--- src/arcade_defs.svh ---
`ifndef ARCADE_DEFS_SVH
`define ARCADE_DEFS_SVH

// ######################################################################
// Download stream
// ######################################################################

`define LOAD_ADDR_W   16    // Byte address width of the loader
`define IDX_ROM       0     // Program ROM image
`define IDX_GAME      1     // Game type byte
`define IDX_DIP       254   // DIP switch block

// ######################################################################
// Program ROM layout
// ######################################################################

`define ROM_BANKS     6     // All banks the same size
`define BANK_WORD_W   10    // 1024 words per bank
`define PROG_ADDR_W   13    // Top three bits pick the bank

// Game types
`define GAME_DEFAULT  104   // Standard four player board
`define GAME_TANK     118   // Tank control variant

`define DIP_BYTES     8

`endif

--- src/arcade_pkg.sv ---
`include "arcade_defs.svh"

package arcade_pkg;

	// Plain data
	typedef logic [7:0]  byte_t;
	typedef logic [15:0] word_t;        // Big endian pair from the loader

	// Download side
	typedef logic [`LOAD_ADDR_W-1:0] load_addr_t;

	// CPU side of the program ROM
	typedef logic [`PROG_ADDR_W-1:0] prog_addr_t;
	typedef logic [`PROG_ADDR_W-`BANK_WORD_W-1:0] bank_sel_t;  // Bank number
	typedef logic [`BANK_WORD_W-1:0] bank_addr_t;               // Word inside a bank

	// Inputs
	typedef logic [15:0] joy_t;         // 3..0 udlr, 7..4 buttons, 8 coin, 9 start
	typedef logic [8:0]  key_code_t;    // Extended flag on top of the scan code

	// Board side ports
	typedef logic [7:0]  player_t;      // Active low at the board
	typedef logic [7:0]  game_type_t;

endpackage

--- src/arcade_ifs.sv ---
`timescale 1ns/1ps
`include "arcade_defs.svh"

// Byte stream from the loader, one byte per wr strobe
interface ioctl_if import arcade_pkg::*; ();
	logic       download;   // High for the whole transfer
	logic       wr;         // One cycle per byte
	byte_t      index;      // Which image is being sent
	load_addr_t addr;
	byte_t      dout;

	modport source (output download, wr, index, addr, dout);
	modport sink   (input  download, wr, index, addr, dout);
endinterface

// Word write port into the program ROM
interface rom_wr_if import arcade_pkg::*; ();
	logic       we;         // Single cycle pulse
	bank_sel_t  bank;
	bank_addr_t addr;
	word_t      data;

	modport source (output we, bank, addr, data);
	modport sink   (input  we, bank, addr, data);
endinterface

--- src/download_decoder.sv ---
`timescale 1ns/1ps
`include "arcade_defs.svh"

module download_decoder import arcade_pkg::*; (
	input  logic       clk_sys,
	input  logic       reset,
	ioctl_if.sink      load,                         // Loader byte stream
	rom_wr_if.source   rom_wr,                       // Word writes to program ROM
	output game_type_t game_type,
	output byte_t      dip_switches [`DIP_BYTES]
);

	localparam int BANK_LSB = `BANK_WORD_W + 1;     // Bank field sits above word address

	logic  load_hit;     // Valid byte this cycle
	logic  rom_hit;
	logic  dip_hit;
	logic  word_done;    // Second byte of a pair
	logic  bank_ok;
	byte_t acc_byte;     // Previous byte, high half of the word

	// ######################################################################
	// Strobe decode
	// ######################################################################

	assign load_hit  = load.download && load.wr;    // Ignore stray strobes
	assign rom_hit   = load_hit && (load.index == byte_t'(`IDX_ROM));
	assign word_done = rom_hit && load.addr[0];     // Odd address closes the pair

	// Only the first eight addresses of the DIP image land in registers
	assign dip_hit = load_hit && (load.index == byte_t'(`IDX_DIP))
		&& (load.addr[`LOAD_ADDR_W-1:3] == '0);

	// Banks above the last one are dropped
	assign bank_ok = int'(load.addr[`LOAD_ADDR_W-1:BANK_LSB]) < `ROM_BANKS;

	// Game type, default board after reset
	always_ff @(posedge clk_sys) begin
		if (reset)
			game_type <= game_type_t'(`GAME_DEFAULT);
		else if (load_hit && load.index == byte_t'(`IDX_GAME))
			game_type <= load.dout;                 // Last byte sent wins
	end

	// DIP switch bytes
	always_ff @(posedge clk_sys) begin
		if (reset) begin
			for (int i = 0; i < `DIP_BYTES; i++)
				dip_switches[i] <= '0;
		end else if (dip_hit) begin
			dip_switches[load.addr[2:0]] <= load.dout;
		end
	end

	// ######################################################################
	// Word assembly
	// ######################################################################

	// Every ROM byte shifts in, odd one uses the old value below
	always_ff @(posedge clk_sys) begin
		if (rom_hit)
			acc_byte <= load.dout;
	end

	// Write pulse
	always_ff @(posedge clk_sys) begin
		if (reset)
			rom_wr.we <= 1'b0;
		else
			rom_wr.we <= word_done && bank_ok;      // One cycle per pair
	end

	// Write payload, held until the next pair
	always_ff @(posedge clk_sys) begin
		if (word_done) begin
			rom_wr.bank <= load.addr[BANK_LSB+2:BANK_LSB];
			rom_wr.addr <= load.addr[`BANK_WORD_W:1];   // Byte to word address
			rom_wr.data <= {acc_byte, load.dout};       // First byte is high
		end
	end

	// A ROM write only follows a byte taken during a download
	a_we_after_download: assert property (@(posedge clk_sys) disable iff (reset)
		rom_wr.we |-> $past(load.download));

endmodule

--- src/flat_wrapper.sv ---
// flat-port wrapper written by rule: the top's interface ports become plain ports
module download_decoder_flat import arcade_pkg::*;
  (clk_sys, reset, game_type, dip_switches, load_download, load_wr, load_index, load_addr, load_dout, rom_wr_we, rom_wr_bank, rom_wr_addr, rom_wr_data);
  ioctl_if load_i ();
  rom_wr_if rom_wr_i ();
  input  logic clk_sys;
  input  logic reset;
  output game_type_t game_type;
  output byte_t dip_switches[`DIP_BYTES];
  input wire logic [$bits(load_i.download)-1:0] load_download;
  input wire logic [$bits(load_i.wr)-1:0] load_wr;
  input wire logic [$bits(load_i.index)-1:0] load_index;
  input wire logic [$bits(load_i.addr)-1:0] load_addr;
  input wire logic [$bits(load_i.dout)-1:0] load_dout;
  output wire logic [$bits(rom_wr_i.we)-1:0] rom_wr_we;
  output wire logic [$bits(rom_wr_i.bank)-1:0] rom_wr_bank;
  output wire logic [$bits(rom_wr_i.addr)-1:0] rom_wr_addr;
  output wire logic [$bits(rom_wr_i.data)-1:0] rom_wr_data;
  assign load_i.download = load_download;
  assign load_i.wr = load_wr;
  assign load_i.index = load_index;
  assign load_i.addr = load_addr;
  assign load_i.dout = load_dout;
  assign rom_wr_we = rom_wr_i.we;
  assign rom_wr_bank = rom_wr_i.bank;
  assign rom_wr_addr = rom_wr_i.addr;
  assign rom_wr_data = rom_wr_i.data;
  download_decoder u_core (.clk_sys(clk_sys), .reset(reset), .load(load_i), .rom_wr(rom_wr_i), .game_type(game_type), .dip_switches(dip_switches));
endmodule
--- config.mk ---
export PLATFORM = sky130hd
export DESIGN_NAME = download_decoder_flat
export DESIGN_NICKNAME = d
export VERILOG_FILES = /design/src/arcade_pkg.sv /design/src/arcade_ifs.sv /design/src/download_decoder.sv /design/src/flat_wrapper.sv
export VERILOG_INCLUDE_DIRS = /design/src
export SDC_FILE = /design/constraint.sdc
export NUM_CORES = 1
export LEC_CHECK = 0
export BUFFER_PORTS_ARGS = -buffer_cell sky130_fd_sc_hd__clkbuf_2
export CAP_MARGIN = 40
export CORE_AREA = 2 2 92 111
export DETAILED_ROUTE_END_ITERATION = 16
export DIE_AREA = 0 0 94 113
export HOLD_SLACK_MARGIN = 0.12
export PLACE_DENSITY = 0.71
export SLEW_MARGIN = 10
export SYNTH_ARGS = -nofsm -noshare
export SYNTH_HDL_FRONTEND = slang
export SYNTH_SLANG_ARGS = --single-unit
--- constraint.sdc ---
create_clock -name clk_sys -period 2.6 [get_ports clk_sys]
set_clock_uncertainty 0.05 [all_clocks]
set_input_delay 0.52 -clock clk_sys [delete_from_list [all_inputs] [get_ports clk_sys]]
set_output_delay 0.52 -clock clk_sys [all_outputs]
set_load 0.1 [all_outputs]
==> summary.md <==
| Metric | Value |
|---|---|
| Via-to-Cell Ratio | `roughly 4.9` |
| DR iter-0 viols | `roughly 120` |
| Largest fanout on the critical path | `8` |
| Power consumption | `3330 uW` |
| Fin area | `about 0.0052 mm2` |
| Worst skew pair latency | `between 0.3 and 0.4 ns` |
| Largest stage delay on the critical path | `0.67 ns` |
| Core area | `0.00952 mm2` |
| Fin util | `between 50 and 60%` |
| Highest clock rate | `0.526 GHz` |
| Num CTS Buffers | `9` |
| Largest net degree at the start of global routing | `39` |
| Type of the worst min-delay path | `in2reg` |
| Top Metal Used | `met4` |
| Setup TNS | `0 ns` |
| WP buf/inv | `1` |
| Worst hold margin | `roughly 0.33 ns` |
| Top delay family on crit path | `simple AND/OR/NAND/NOR gates` |
| # hold bufs at CTS | `0` |
| Cell count after synthesis | `320` |
| ANT nets after route | `0` |
| Share of layout cells above drive strength 1 | `37.2%` |
| Yosys top cell area share | `between 30% and 40%` |
| Max Cap Viol | `0` |
| Arrival time worst endpoint | `2.05 ns` |
| Met1 WL | `between 4 and 5 mm` |
| # nets final | `a little under 500` |
| Post-DP HPWL | `a little under 7 mm` |
| I/O pins | `138` |
| Worst vdd ir | `0.000386 V` |
| Run status | `finished, final reports clean` |
| Final hold violation count | `0` |
| Ys Warns | `0` |
| ANT cells | `0` |
| Final WL | `around 9.6 mm` |
| Synth Register Bits | `110` |
| Fin. max-slew vios | `0` |
| CP Capture Type | `flop` |
| Top cells by area, synth | `dfxtp_1 35%, edfxtp_1 27%, mux2i_1 15%, nand2b_1 11%, buf_6 1.6%` |
| Total GRT Usage | `18.5%` |
| Worst-margin pin slew | `around 0.58 ns` |
| CTS HTree Levels | `3` |
| Std cell rows | `39` |
| Vias post-DR | `roughly 2800` |
| CP Launch Type | `input pin` |
| Synth Cell Area | `about 0.0042 mm2` |
| WS Path Type | `in2reg` |
| Distinct cells, synth | `28` |
| DRC violations left | `0` |
| Leading area contributor after synthesis | `dfxtp_1` |
| Clock buffer depth | `2` |
| Lkg Pwr | `0.00250 uW` |
| Met2 wire len | `4.59 mm` |
| Post-CTS Resized | `0` |
| Die area | `0.0106 mm2` |
| Grt ovf | `0` |
| Starting Density | `44.0%` |
| RSZ-0062 raised after global routing | `false` |
| Avg Synthesized Cell Area | `13.1 um2` |
| First-pass GRT wire length | `around 15 mm` |
| Post-CTS Setup Inserts | `0` |
| Die Height | `~110 um` |
| TritonCTS clock tree | `yes` |
| Critical path's slowest cell | `or4_4` |
| Root buffer cell | `clkbuf_16` |
| Syn nets | `356` |
| WL met3 | `697 um` |
| Initial antenna violation count | `0` |
| PwrDens | `approximately 640 mW/mm2` |
| Post-DP Area | `0.00493 mm2` |
| Min cycle time layout | `around 1.9 ns` |
| Die W | `94 um` |
| Worst path required time | `2.75 ns` |
| Final worst path period share | `73.1%` |
| First drt pass iteration count | `5` |
| Reg clk slew, reported paths | `roughly 0.07 ns` |
| Sequential element share of the synthesized area | `just over 60%` |
| Final setup fails | `0` |
| I/O Buffers | `137` |
| CP cell instances | `clkbuf_2 > nor3_1 > nand4_4 > or4_4 > mux2i_1` |
| Routability cong. | `just under 0.8` |
| Clock Sinks | `110` |
| Slew headroom | `61.5%` |
| Vias in the first global route | `2710` |
| P&R area growth vs syn | `25.4%` |
| Average wire per standard cell | `about 17 um` |
==> path summary, 6_finish.rpt <==
| kind | startpoint | to | cells after the start | slack, ns |
|---|---|---|---|---|
| worst min-delay path | load_addr[6] | u_core.rom_wr.addr[5] | 1 | 0.33 |
| worst min register to register | u_core.acc_byte[7] | u_core.rom_wr.data[15] | 0 | 0.37 |
| worst max-delay path | load_index[0] | u_core.dip_switches[38] | 5 | 0.70 |
| worst max register to register | u_core.acc_byte[0] | u_core.rom_wr.data[8] | 0 | 1.91 |
==> cell usage after synthesis <==
cell type,instances
buf_1,8
nor3_1,5
nor4_1,1
and4b_1,3
nor4_4,2
nand3_1,1
buf_2,1
nand4_1,1
o21ai_0,3
or4b_4,1
nand2b_1,74
clkbuf_1,10
inv_1,1
nor2_1,5
nor4b_4,1
and2_1,2
dfxtp_1,73
nand4_4,1
o21ai_1,2
nand2_1,2
nand3b_1,5
a21oi_1,4
and3_1,1
or3_1,1
or4_4,5
buf_6,6
edfxtp_1,37
mux2i_1,64
==> layout by cell type, fill, tap and decap left out <==
cell and n:
clkbuf_2 137, nand2b_1 74, dfxtp_1 73, mux2i_1 64, edfxtp_1 37, clkbuf_16 9, buf_4 6, nor3_1 5
nor2_1 5, or4_4 5, nand3b_1 5, a21oi_1 4, and4b_1 3, o21ai_0 3, and2_1 2, nor4_4 2
nand2_1 2, o21ai_1 2, bufinv_16 2, inv_6 2, nor4_1 1, inv_1 1, nor4b_4 1, nand4_4 1
nand3_1 1, or3_1 1, or4b_4 1, nand4_1 1, and3_1 1, clkinvlp_4 1, clkinvlp_2 1, clkinv_2 1
==> area by class of cell <==
class	instances	area [um2]
Clock buffer	9	225
Sequential cell	110	2570
Inverter	1	3.75
Multi-Input combinational cell	184	1470
Tap cell	123	154
Clock inverter	7	95.1
Fill cell	835	4270
Timing Repair Buffer	143	731
==> sequential cells by signal, summed over array words and instances (netlist names) <==
signal and flops:
u_core.game_type 8, u_core.rom_wr.data 16, u_core.rom_wr.addr 10, u_core.acc_byte 8, u_core.dip_switches 64, u_core.rom_wr.we 1, u_core.rom_wr.bank 3
==> kinds of logic after synthesis <==
family | synth area share [%]
AO/OA/AOI/OAI | 1.08
multiplexers | 15.3
flip-flops | 61.5
buffers and inverters | 3.44
AND/OR/NAND/NOR | 18.7
==> power breakdown <==
group	total (uW)	leakage, uW	switching (uW)	internal [uW]
registers	1770	0.000920	0.135	1770
logic	122	0.00142	74.0	47.6
clock network	1440	0.000152	594	846
==> per-stage QoR <==
step	worst slack [ns]	instances
2_1_floorplan	0.131	320
5_1_grt	0.620	577
4_1_cts	0.679	577
3_5_place_dp	0.340	561
6_report	0.700	577
3_3_place_gp	0.384	561
==> per-layer routing <==
metal  vias to the layer above  track usage [%]
li1                       1368                -
met1                      1313             23.6
met2                       122             30.0
met3                        10             4.26
met4                         0             8.21
met5                         -                0
(Power assumes the default switching activity.)
