### src/arcade_defs.svh
`ifndef ARCADE_DEFS_SVH
`define ARCADE_DEFS_SVH

// ######################################################################
// Download stream
// ######################################################################

`define LOAD_ADDR_W   16    // Byte address width of the loader
`define IDX_ROM       0     // Program ROM image
`define IDX_GAME      1     // Game type byte
`define IDX_DIP       254   // DIP switch block

// ######################################################################
// Program ROM layout
// ######################################################################

`define ROM_BANKS     6     // All banks the same size
`define BANK_WORD_W   10    // 1024 words per bank
`define PROG_ADDR_W   13    // Top three bits pick the bank

// Game types
`define GAME_DEFAULT  104   // Standard four player board
`define GAME_TANK     118   // Tank control variant

`define DIP_BYTES     8

`endif

### src/arcade_pkg.sv
`include "arcade_defs.svh"

package arcade_pkg;

	// Plain data
	typedef logic [7:0]  byte_t;
	typedef logic [15:0] word_t;        // Big endian pair from the loader

	// Download side
	typedef logic [`LOAD_ADDR_W-1:0] load_addr_t;

	// CPU side of the program ROM
	typedef logic [`PROG_ADDR_W-1:0] prog_addr_t;
	typedef logic [`PROG_ADDR_W-`BANK_WORD_W-1:0] bank_sel_t;  // Bank number
	typedef logic [`BANK_WORD_W-1:0] bank_addr_t;               // Word inside a bank

	// Inputs
	typedef logic [15:0] joy_t;         // 3..0 udlr, 7..4 buttons, 8 coin, 9 start
	typedef logic [8:0]  key_code_t;    // Extended flag on top of the scan code

	// Board side ports
	typedef logic [7:0]  player_t;      // Active low at the board
	typedef logic [7:0]  game_type_t;

endpackage

### src/player_inputs.sv
`timescale 1ns/1ps
`include "arcade_defs.svh"

module player_inputs import arcade_pkg::*; (
	input  logic       clk_sys,
	input  logic       reset,
	input  key_code_t  key_code,
	input  logic       key_pressed,
	input  logic       key_toggle,    // Flips once per key event
	input  joy_t       joy0,
	input  joy_t       joy1,
	input  joy_t       joy2,
	input  joy_t       joy3,
	input  logic       service,
	input  game_type_t game_type,
	output player_t    p1_n,
	output player_t    p2_n,
	output player_t    p3_n,
	output player_t    p4_n,
	output logic [4:0] sys_n          // Service, then coins 1 to 4
);

	logic       toggle_q;
	logic       tank_mode;
	player_t    p1_k, p2_k, p3_k, p4_k;  // Key latches, active high
	logic [3:0] coin_k;
	logic [3:0] tread0_q;                // {r_back, l_back, r_fwd, l_fwd}
	logic [3:0] tread1_q;

	assign tank_mode = (game_type == game_type_t'(`GAME_TANK));

	// Eight direction stick to two treads, input is {up, down, left, right}
	function automatic logic [3:0] tread_map(input logic [3:0] udlr);
		case (udlr)
			4'b1010: tread_map = 4'b0010;   // Up left, right tread only
			4'b1000: tread_map = 4'b0011;   // Up
			4'b1001: tread_map = 4'b0001;   // Up right, left tread only
			4'b0001: tread_map = 4'b1001;   // Right, spin
			4'b0101: tread_map = 4'b0100;   // Down right
			4'b0100: tread_map = 4'b1100;   // Down
			4'b0110: tread_map = 4'b1000;   // Down left
			4'b0010: tread_map = 4'b0110;   // Left, spin
			default: tread_map = 4'b0000;
		endcase
	endfunction

	// ######################################################################
	// Keyboard latches
	// ######################################################################

	always_ff @(posedge clk_sys) begin
		toggle_q <= key_toggle;         // Edge detect runs through reset
		if (reset) begin
			p1_k   <= '0;
			p2_k   <= '0;
			p3_k   <= '0;
			p4_k   <= '0;
			coin_k <= '0;
		end else if (toggle_q != key_toggle) begin
			if (tank_mode) begin
				// Treads on the low nibble, thumbs and triggers above
				case (key_code)
					9'h023: p1_k[3]   <= key_pressed; // P1 right back  (D)
					9'h01B: p1_k[2]   <= key_pressed; // P1 left back   (S)
					9'h024: p1_k[1]   <= key_pressed; // P1 right fwd   (E)
					9'h01D: p1_k[0]   <= key_pressed; // P1 left fwd    (W)
					9'h02D: p1_k[7]   <= key_pressed; // P1 right thumb (R)
					9'h015: p1_k[6]   <= key_pressed; // P1 left thumb  (Q)
					9'h02B: p1_k[5]   <= key_pressed; // P1 right trig  (F)
					9'h01C: p1_k[4]   <= key_pressed; // P1 left trig   (A)
					9'h042: p2_k[3]   <= key_pressed; // P2 right back  (K)
					9'h03B: p2_k[2]   <= key_pressed; // P2 left back   (J)
					9'h043: p2_k[1]   <= key_pressed; // P2 right fwd   (I)
					9'h03C: p2_k[0]   <= key_pressed; // P2 left fwd    (U)
					9'h044: p2_k[7]   <= key_pressed; // P2 right thumb (O)
					9'h035: p2_k[6]   <= key_pressed; // P2 left thumb  (Y)
					9'h04B: p2_k[5]   <= key_pressed; // P2 right trig  (L)
					9'h033: p2_k[4]   <= key_pressed; // P2 left trig   (H)
					9'h016: p3_k[0]   <= key_pressed; // P1 start (1)
					9'h01E: p3_k[1]   <= key_pressed; // P2 start (2)
					9'h02E: coin_k[0] <= key_pressed; // Coin 1 (5)
					9'h036: coin_k[1] <= key_pressed; // Coin 2 (6)
					default: ;
				endcase
			end else begin
				case (key_code)
					9'h175: p1_k[7]   <= key_pressed; // Up arrow
					9'h172: p1_k[6]   <= key_pressed; // Down arrow
					9'h16B: p1_k[5]   <= key_pressed; // Left arrow
					9'h174: p1_k[4]   <= key_pressed; // Right arrow
					9'h014: p1_k[1]   <= key_pressed; // Fire, left ctrl
					9'h011: p1_k[0]   <= key_pressed; // Magic, left alt
					9'h02D: p2_k[7]   <= key_pressed; // R
					9'h02B: p2_k[6]   <= key_pressed; // F
					9'h023: p2_k[5]   <= key_pressed; // D
					9'h034: p2_k[4]   <= key_pressed; // G
					9'h01C: p2_k[1]   <= key_pressed; // A
					9'h01B: p2_k[0]   <= key_pressed; // S
					9'h043: p3_k[7]   <= key_pressed; // I
					9'h042: p3_k[6]   <= key_pressed; // K
					9'h03B: p3_k[5]   <= key_pressed; // J
					9'h04B: p3_k[4]   <= key_pressed; // L
					9'h114: p3_k[1]   <= key_pressed; // Right ctrl
					9'h059: p3_k[0]   <= key_pressed; // Right shift
					9'h075: p4_k[7]   <= key_pressed; // Keypad 8
					9'h072: p4_k[6]   <= key_pressed; // Keypad 2
					9'h06B: p4_k[5]   <= key_pressed; // Keypad 4
					9'h074: p4_k[4]   <= key_pressed; // Keypad 6
					9'h070: p4_k[1]   <= key_pressed; // Keypad 0
					9'h071: p4_k[0]   <= key_pressed; // Keypad dot
					9'h02E: coin_k[0] <= key_pressed; // Coins on 5 to 8
					9'h036: coin_k[1] <= key_pressed;
					9'h03D: coin_k[2] <= key_pressed;
					9'h03E: coin_k[3] <= key_pressed;
					default: ;
				endcase
			end
		end
	end

	// Tank translation, one register stage
	always_ff @(posedge clk_sys) begin
		if (reset) begin
			tread0_q <= '0;
			tread1_q <= '0;
		end else begin
			tread0_q <= tread_map(joy0[3:0]);
			tread1_q <= tread_map(joy1[3:0]);
		end
	end

	// ######################################################################
	// Port composition
	// ######################################################################

	always_comb begin
		if (tank_mode) begin
			p1_n = ~(p1_k | {joy0[7:4], tread0_q});
			p2_n = ~(p2_k | {joy1[7:4], tread1_q});
			p3_n = ~(p3_k | {6'b0, joy1[9], joy0[9]});  // Start buttons
			p4_n = ~p4_k;
		end else begin
			p1_n = ~(p1_k | {joy0[3:0], joy0[7:4]});    // Stick high, buttons low
			p2_n = ~(p2_k | {joy1[3:0], joy1[7:4]});
			p3_n = ~(p3_k | {joy2[3:0], joy2[7:4]});
			p4_n = ~(p4_k | {joy3[3:0], joy3[7:4]});
		end
	end

	assign sys_n = {~service,
		~(coin_k[0] | joy0[8]), ~(coin_k[1] | joy1[8]),
		~(coin_k[2] | joy2[8]), ~(coin_k[3] | joy3[8])};

endmodule

### config.mk
export PLATFORM = sky130hd
export DESIGN_NAME = player_inputs
export DESIGN_NICKNAME = d
export VERILOG_FILES = /design/src/arcade_pkg.sv /design/src/player_inputs.sv
export VERILOG_INCLUDE_DIRS = /design/src
export SDC_FILE = /design/constraint.sdc
export NUM_CORES = 1
export LEC_CHECK = 0
export BUFFER_PORTS_ARGS = -buffer_cell sky130_fd_sc_hd__buf_2
export CORE_MARGIN = 4
export CORE_UTILIZATION = 45
export DETAILED_ROUTE_END_ITERATION = 8
export PLACE_DENSITY = 0.79
export SETUP_SLACK_MARGIN = 0.02
export SLEW_MARGIN = 5
export SYNTH_ARGS = -nofsm -noshare
export SYNTH_HDL_FRONTEND = slang
export SYNTH_SLANG_ARGS = --single-unit
### constraint.sdc
create_clock -name clk_sys -period 2.65 [get_ports clk_sys]
set_input_delay 0.53 -clock clk_sys [delete_from_list [all_inputs] [get_ports clk_sys]]
set_output_delay 0.53 -clock clk_sys [all_outputs]
set_load 0.005 [all_outputs]
==> flow_summary.yaml <==
critical_path:
  path_buf_inv: 3
  cp.required_ps: 2120
  start_kind: "input port"
  crit_path_max_incr_delay_ps: 380
  critPathSlowestCell: "nor4bb_1"
  crit_family: "simple AND/OR/NAND/NOR gates"
  worstPathMaxFanout: 35
  cp-end-kind: "primary output"
  crit_type: "in -> out"
  crit_chain: "buf_2 > nor4bb_1 > nand2_1 > buf_12 > nor2_1 > nor2_1 > nor2_1 > buf_2"
  critical_path_arrival_ps: 1820
  cpMostUsedCell: "nor2_1"
synth:
  synth_seq_area_share: 0.3337
  syn-num-nets: 426
  yosysMostFrequentCell: "nor2_1"
  synth_ff_type: "dfxtp_1"
  syn_area_per_cell_um2: 7.235
  async_flop_share: 0
  yosys-top-cells-area: "dfxtp_1 (33%), nor2_1 (15%), mux2i_1 (10%), nand3_1 (4.7%), a21oi_1 (3.7%)"
  synth_edf_count: 0
  netlist_instances: 340
  yosys.area.top_type: "dfxtp_1"
  synth_top_area_frac: 0.3337
  synth_cell_type_count: 41
  yosys_warnings: 0
  synth_common_cells: "nor2_1 (99), dfxtp_1 (41), mux2i_1 (25), nand3_1 (23), a21oi_1 (18)"
  synth.cell_area_um2: 2460
  ys_seq_elements: 41
finish:
  drive_gt1_frac: 0.2736
  final_area_um2: 3192
  instances_no_fill: 505
  multi_input_comb_area_um2: 1543
  fillCellCount: 495
  seq_area_um2: 820.8
  area_growth_pct: 29.76
  diodes: 0
  num-nets-final: 520
die:
  dieHeight_um: 81.94
  die_x_um: 81.94
  fp.coreArea_um2: 5205
  die_area_um2: 6713
  rows: 26
  start_util: 0.4726
  io-pin-count: 123
timing:
  hold_viol: 0
  skew_ps: 5.163
  fmax_mhz: 424.7
  slew_violations: 0
  finalCriticalPeriod_ps: 2355
  worstMarginPinSlew_ps: 676.5
  post-route-period-util: 0.8886
  tns_ps: 0
  rsz0062_at_grt: "no"
  setup_viol: 0
  maxSlewHeadroom: 0.5458
pwr:
  netSwitchingFraction: 0.2463
  p_leak_nw: 1.478
  power_switching_w: 0.0003571
  p_per_area_nw_per_um2: 454.2
  power_frac_comb: 0.147
  intPower_w: 0.001093
  peakVddDrop_mv: 0.5255
  power_frac_seq: 0.430
  p_clk_frac: 0.423
outcome:
  status: "finished, final reports clean"
clocking:
  clkSlewWorstSetupHoldPaths_ps: 80
  cts_max_path_buffers: 2
  numCtsBuffers: 5
  insertion_delay_ps: 300
  cts_tree: "yes"
  ctsHoldBuffers: 0
  post_cts_buffers: 0
  root_buffer: "clkbuf_8"
  cts.repair.resized: 0
  htree_levels: 2
  clkSinkCount: 41
hold_path:
  hp-class: "in -> reg"
drt:
  drc: 0
  postRouteAntennaNets: 0
  drt_iter0_drc: 179
  dr_total_vias: 2770
  first_pass_iters: 5
  routedWlPerCell_um: 14.32
  wirelength_um: 7230
  vias_per_cell: 5.485
grt:
  grt_antenna_before_repair: 0
  grt_usage: 0.2227
  grt_max_degree: 36
  gr-total-overflow: 0
  grt_pass1_wl_um: 11760
  grt_pass1_vias: 2544
placed_design:
  numPlacedInstances: 497
  portBuffers: 96
  placed_cell_area_um2: 3054
  place.gp.congestion: 0.9358
  hpwl_um: 5425
run:
  cap_violations: 0
==> area by class of cell <==
| class | count | share of cell area |
|---|---|---|
| tap | 70 | 0.02744 |
| inverter | 4 | 0.004704 |
| multi-input combinational | 275 | 0.4833 |
| clock inverter | 3 | 0.02156 |
| clock buffer | 5 | 0.02156 |
| sequential | 41 | 0.2572 |
| timing repair buffer | 107 | 0.1842 |
==> per-stage QoR <==
| stage | worst slack [ps] | total power (W) | util | hold WS (ps) |
|---|---|---|---|---|
| floorplan | 162.0 | 0.0007392 | - | 435.1 |
| global placement | 334.8 | 0.0008468 | 0.5868 | 451.0 |
| detailed placement | 311.4 | 0.0008505 | 0.5868 | 453.6 |
| CTS | 306.6 | 0.001459 | 0.6132 | 370.5 |
| global route | 149.8 | 0.001511 | 0.6132 | 368.0 |
| finish | 295.3 | 0.001450 | 0.6132 | 374.4 |
==> sequential cells by signal (all words and copies together) (netlist names) <==
register and flops:
p1_k 8, p2_k 8, p3_k 6, p4_k 6, coin_k 4, tread0_q 4, tread1_q 4, toggle_q 1
==> path summary, 6_finish.rpt <==
check	from	endpoint	slack [ps]	depth (start not counted)
max	game_type[0]	p1_n[2]	300	8
min	key_toggle	toggle_q$_DFF_P_	370	1
max reg2reg	toggle_q$_DFF_P_	p1_k[6]$_SDFFE_PP0P_	750	5
min reg2reg	p3_k[0]$_SDFFE_PP0P_	p3_k[0]$_SDFFE_PP0P_	460	2
==> worst register-to-register path: stages (launching register included) <==
cell and delay, ps:
dfxtp_1 330, xnor2_1 260, or4_1 550, o32ai_1 370, mux2i_1 230, nor2_1 50
==> cell usage in the layout (no fill, tap or decap), drive strengths merged, types with 3 or more instances in the layout <==
| cell | count |
|---|---|
| clkbuf | 5 |
| and4b | 4 |
| mux2i | 25 |
| buf | 107 |
| nand2 | 16 |
| nor2b | 5 |
| a41o | 3 |
| inv | 5 |
| o21ai | 11 |
| nor4 | 8 |
| nand2b | 9 |
| a211oi | 3 |
| nor2 | 99 |
| a31oi | 3 |
| nand3 | 23 |
| a21oi | 18 |
| nor4b | 3 |
| nor3 | 14 |
| nand4 | 10 |
| dfxtp | 41 |
==> logic make-up after synthesis <==
logic type / after synthesis / synth area share
AO/OA/AOI/OAI: 42 / 0.1053
XOR/XNOR: 2 / 0.007122
buffers and inverters: 24 / 0.04018
flip-flops: 41 / 0.3337
multiplexers: 25 / 0.1017
AND/OR/NAND/NOR: 206 / 0.4120
==> per-layer routing <==
metal / part of all wire / vias to the layer above / track usage
li1: - / 1392 / -
met1: 0.44 / 1277 / 0.2830
met2: 0.48 / 91 / 0.3885
met3: 0.065 / 10 / 0.04276
met4: 0.011 / 0 / 0.04817
met5: 0 / - / 0
==> power by group through the flow <==
stage,clock (W),combinational [W],sequential (W)
5_1_grt,0.000649,0.000239,0.000624
6_report,0.000613,0.000214,0.000623
2_1_floorplan,0,0.000102,0.000637
3_3_place_gp,0,0.000209,0.000638
3_5_place_dp,0,0.000213,0.000638
4_1_cts,0.000622,0.000214,0.000623
Note: power is estimated with default switching activity, not from simulation.
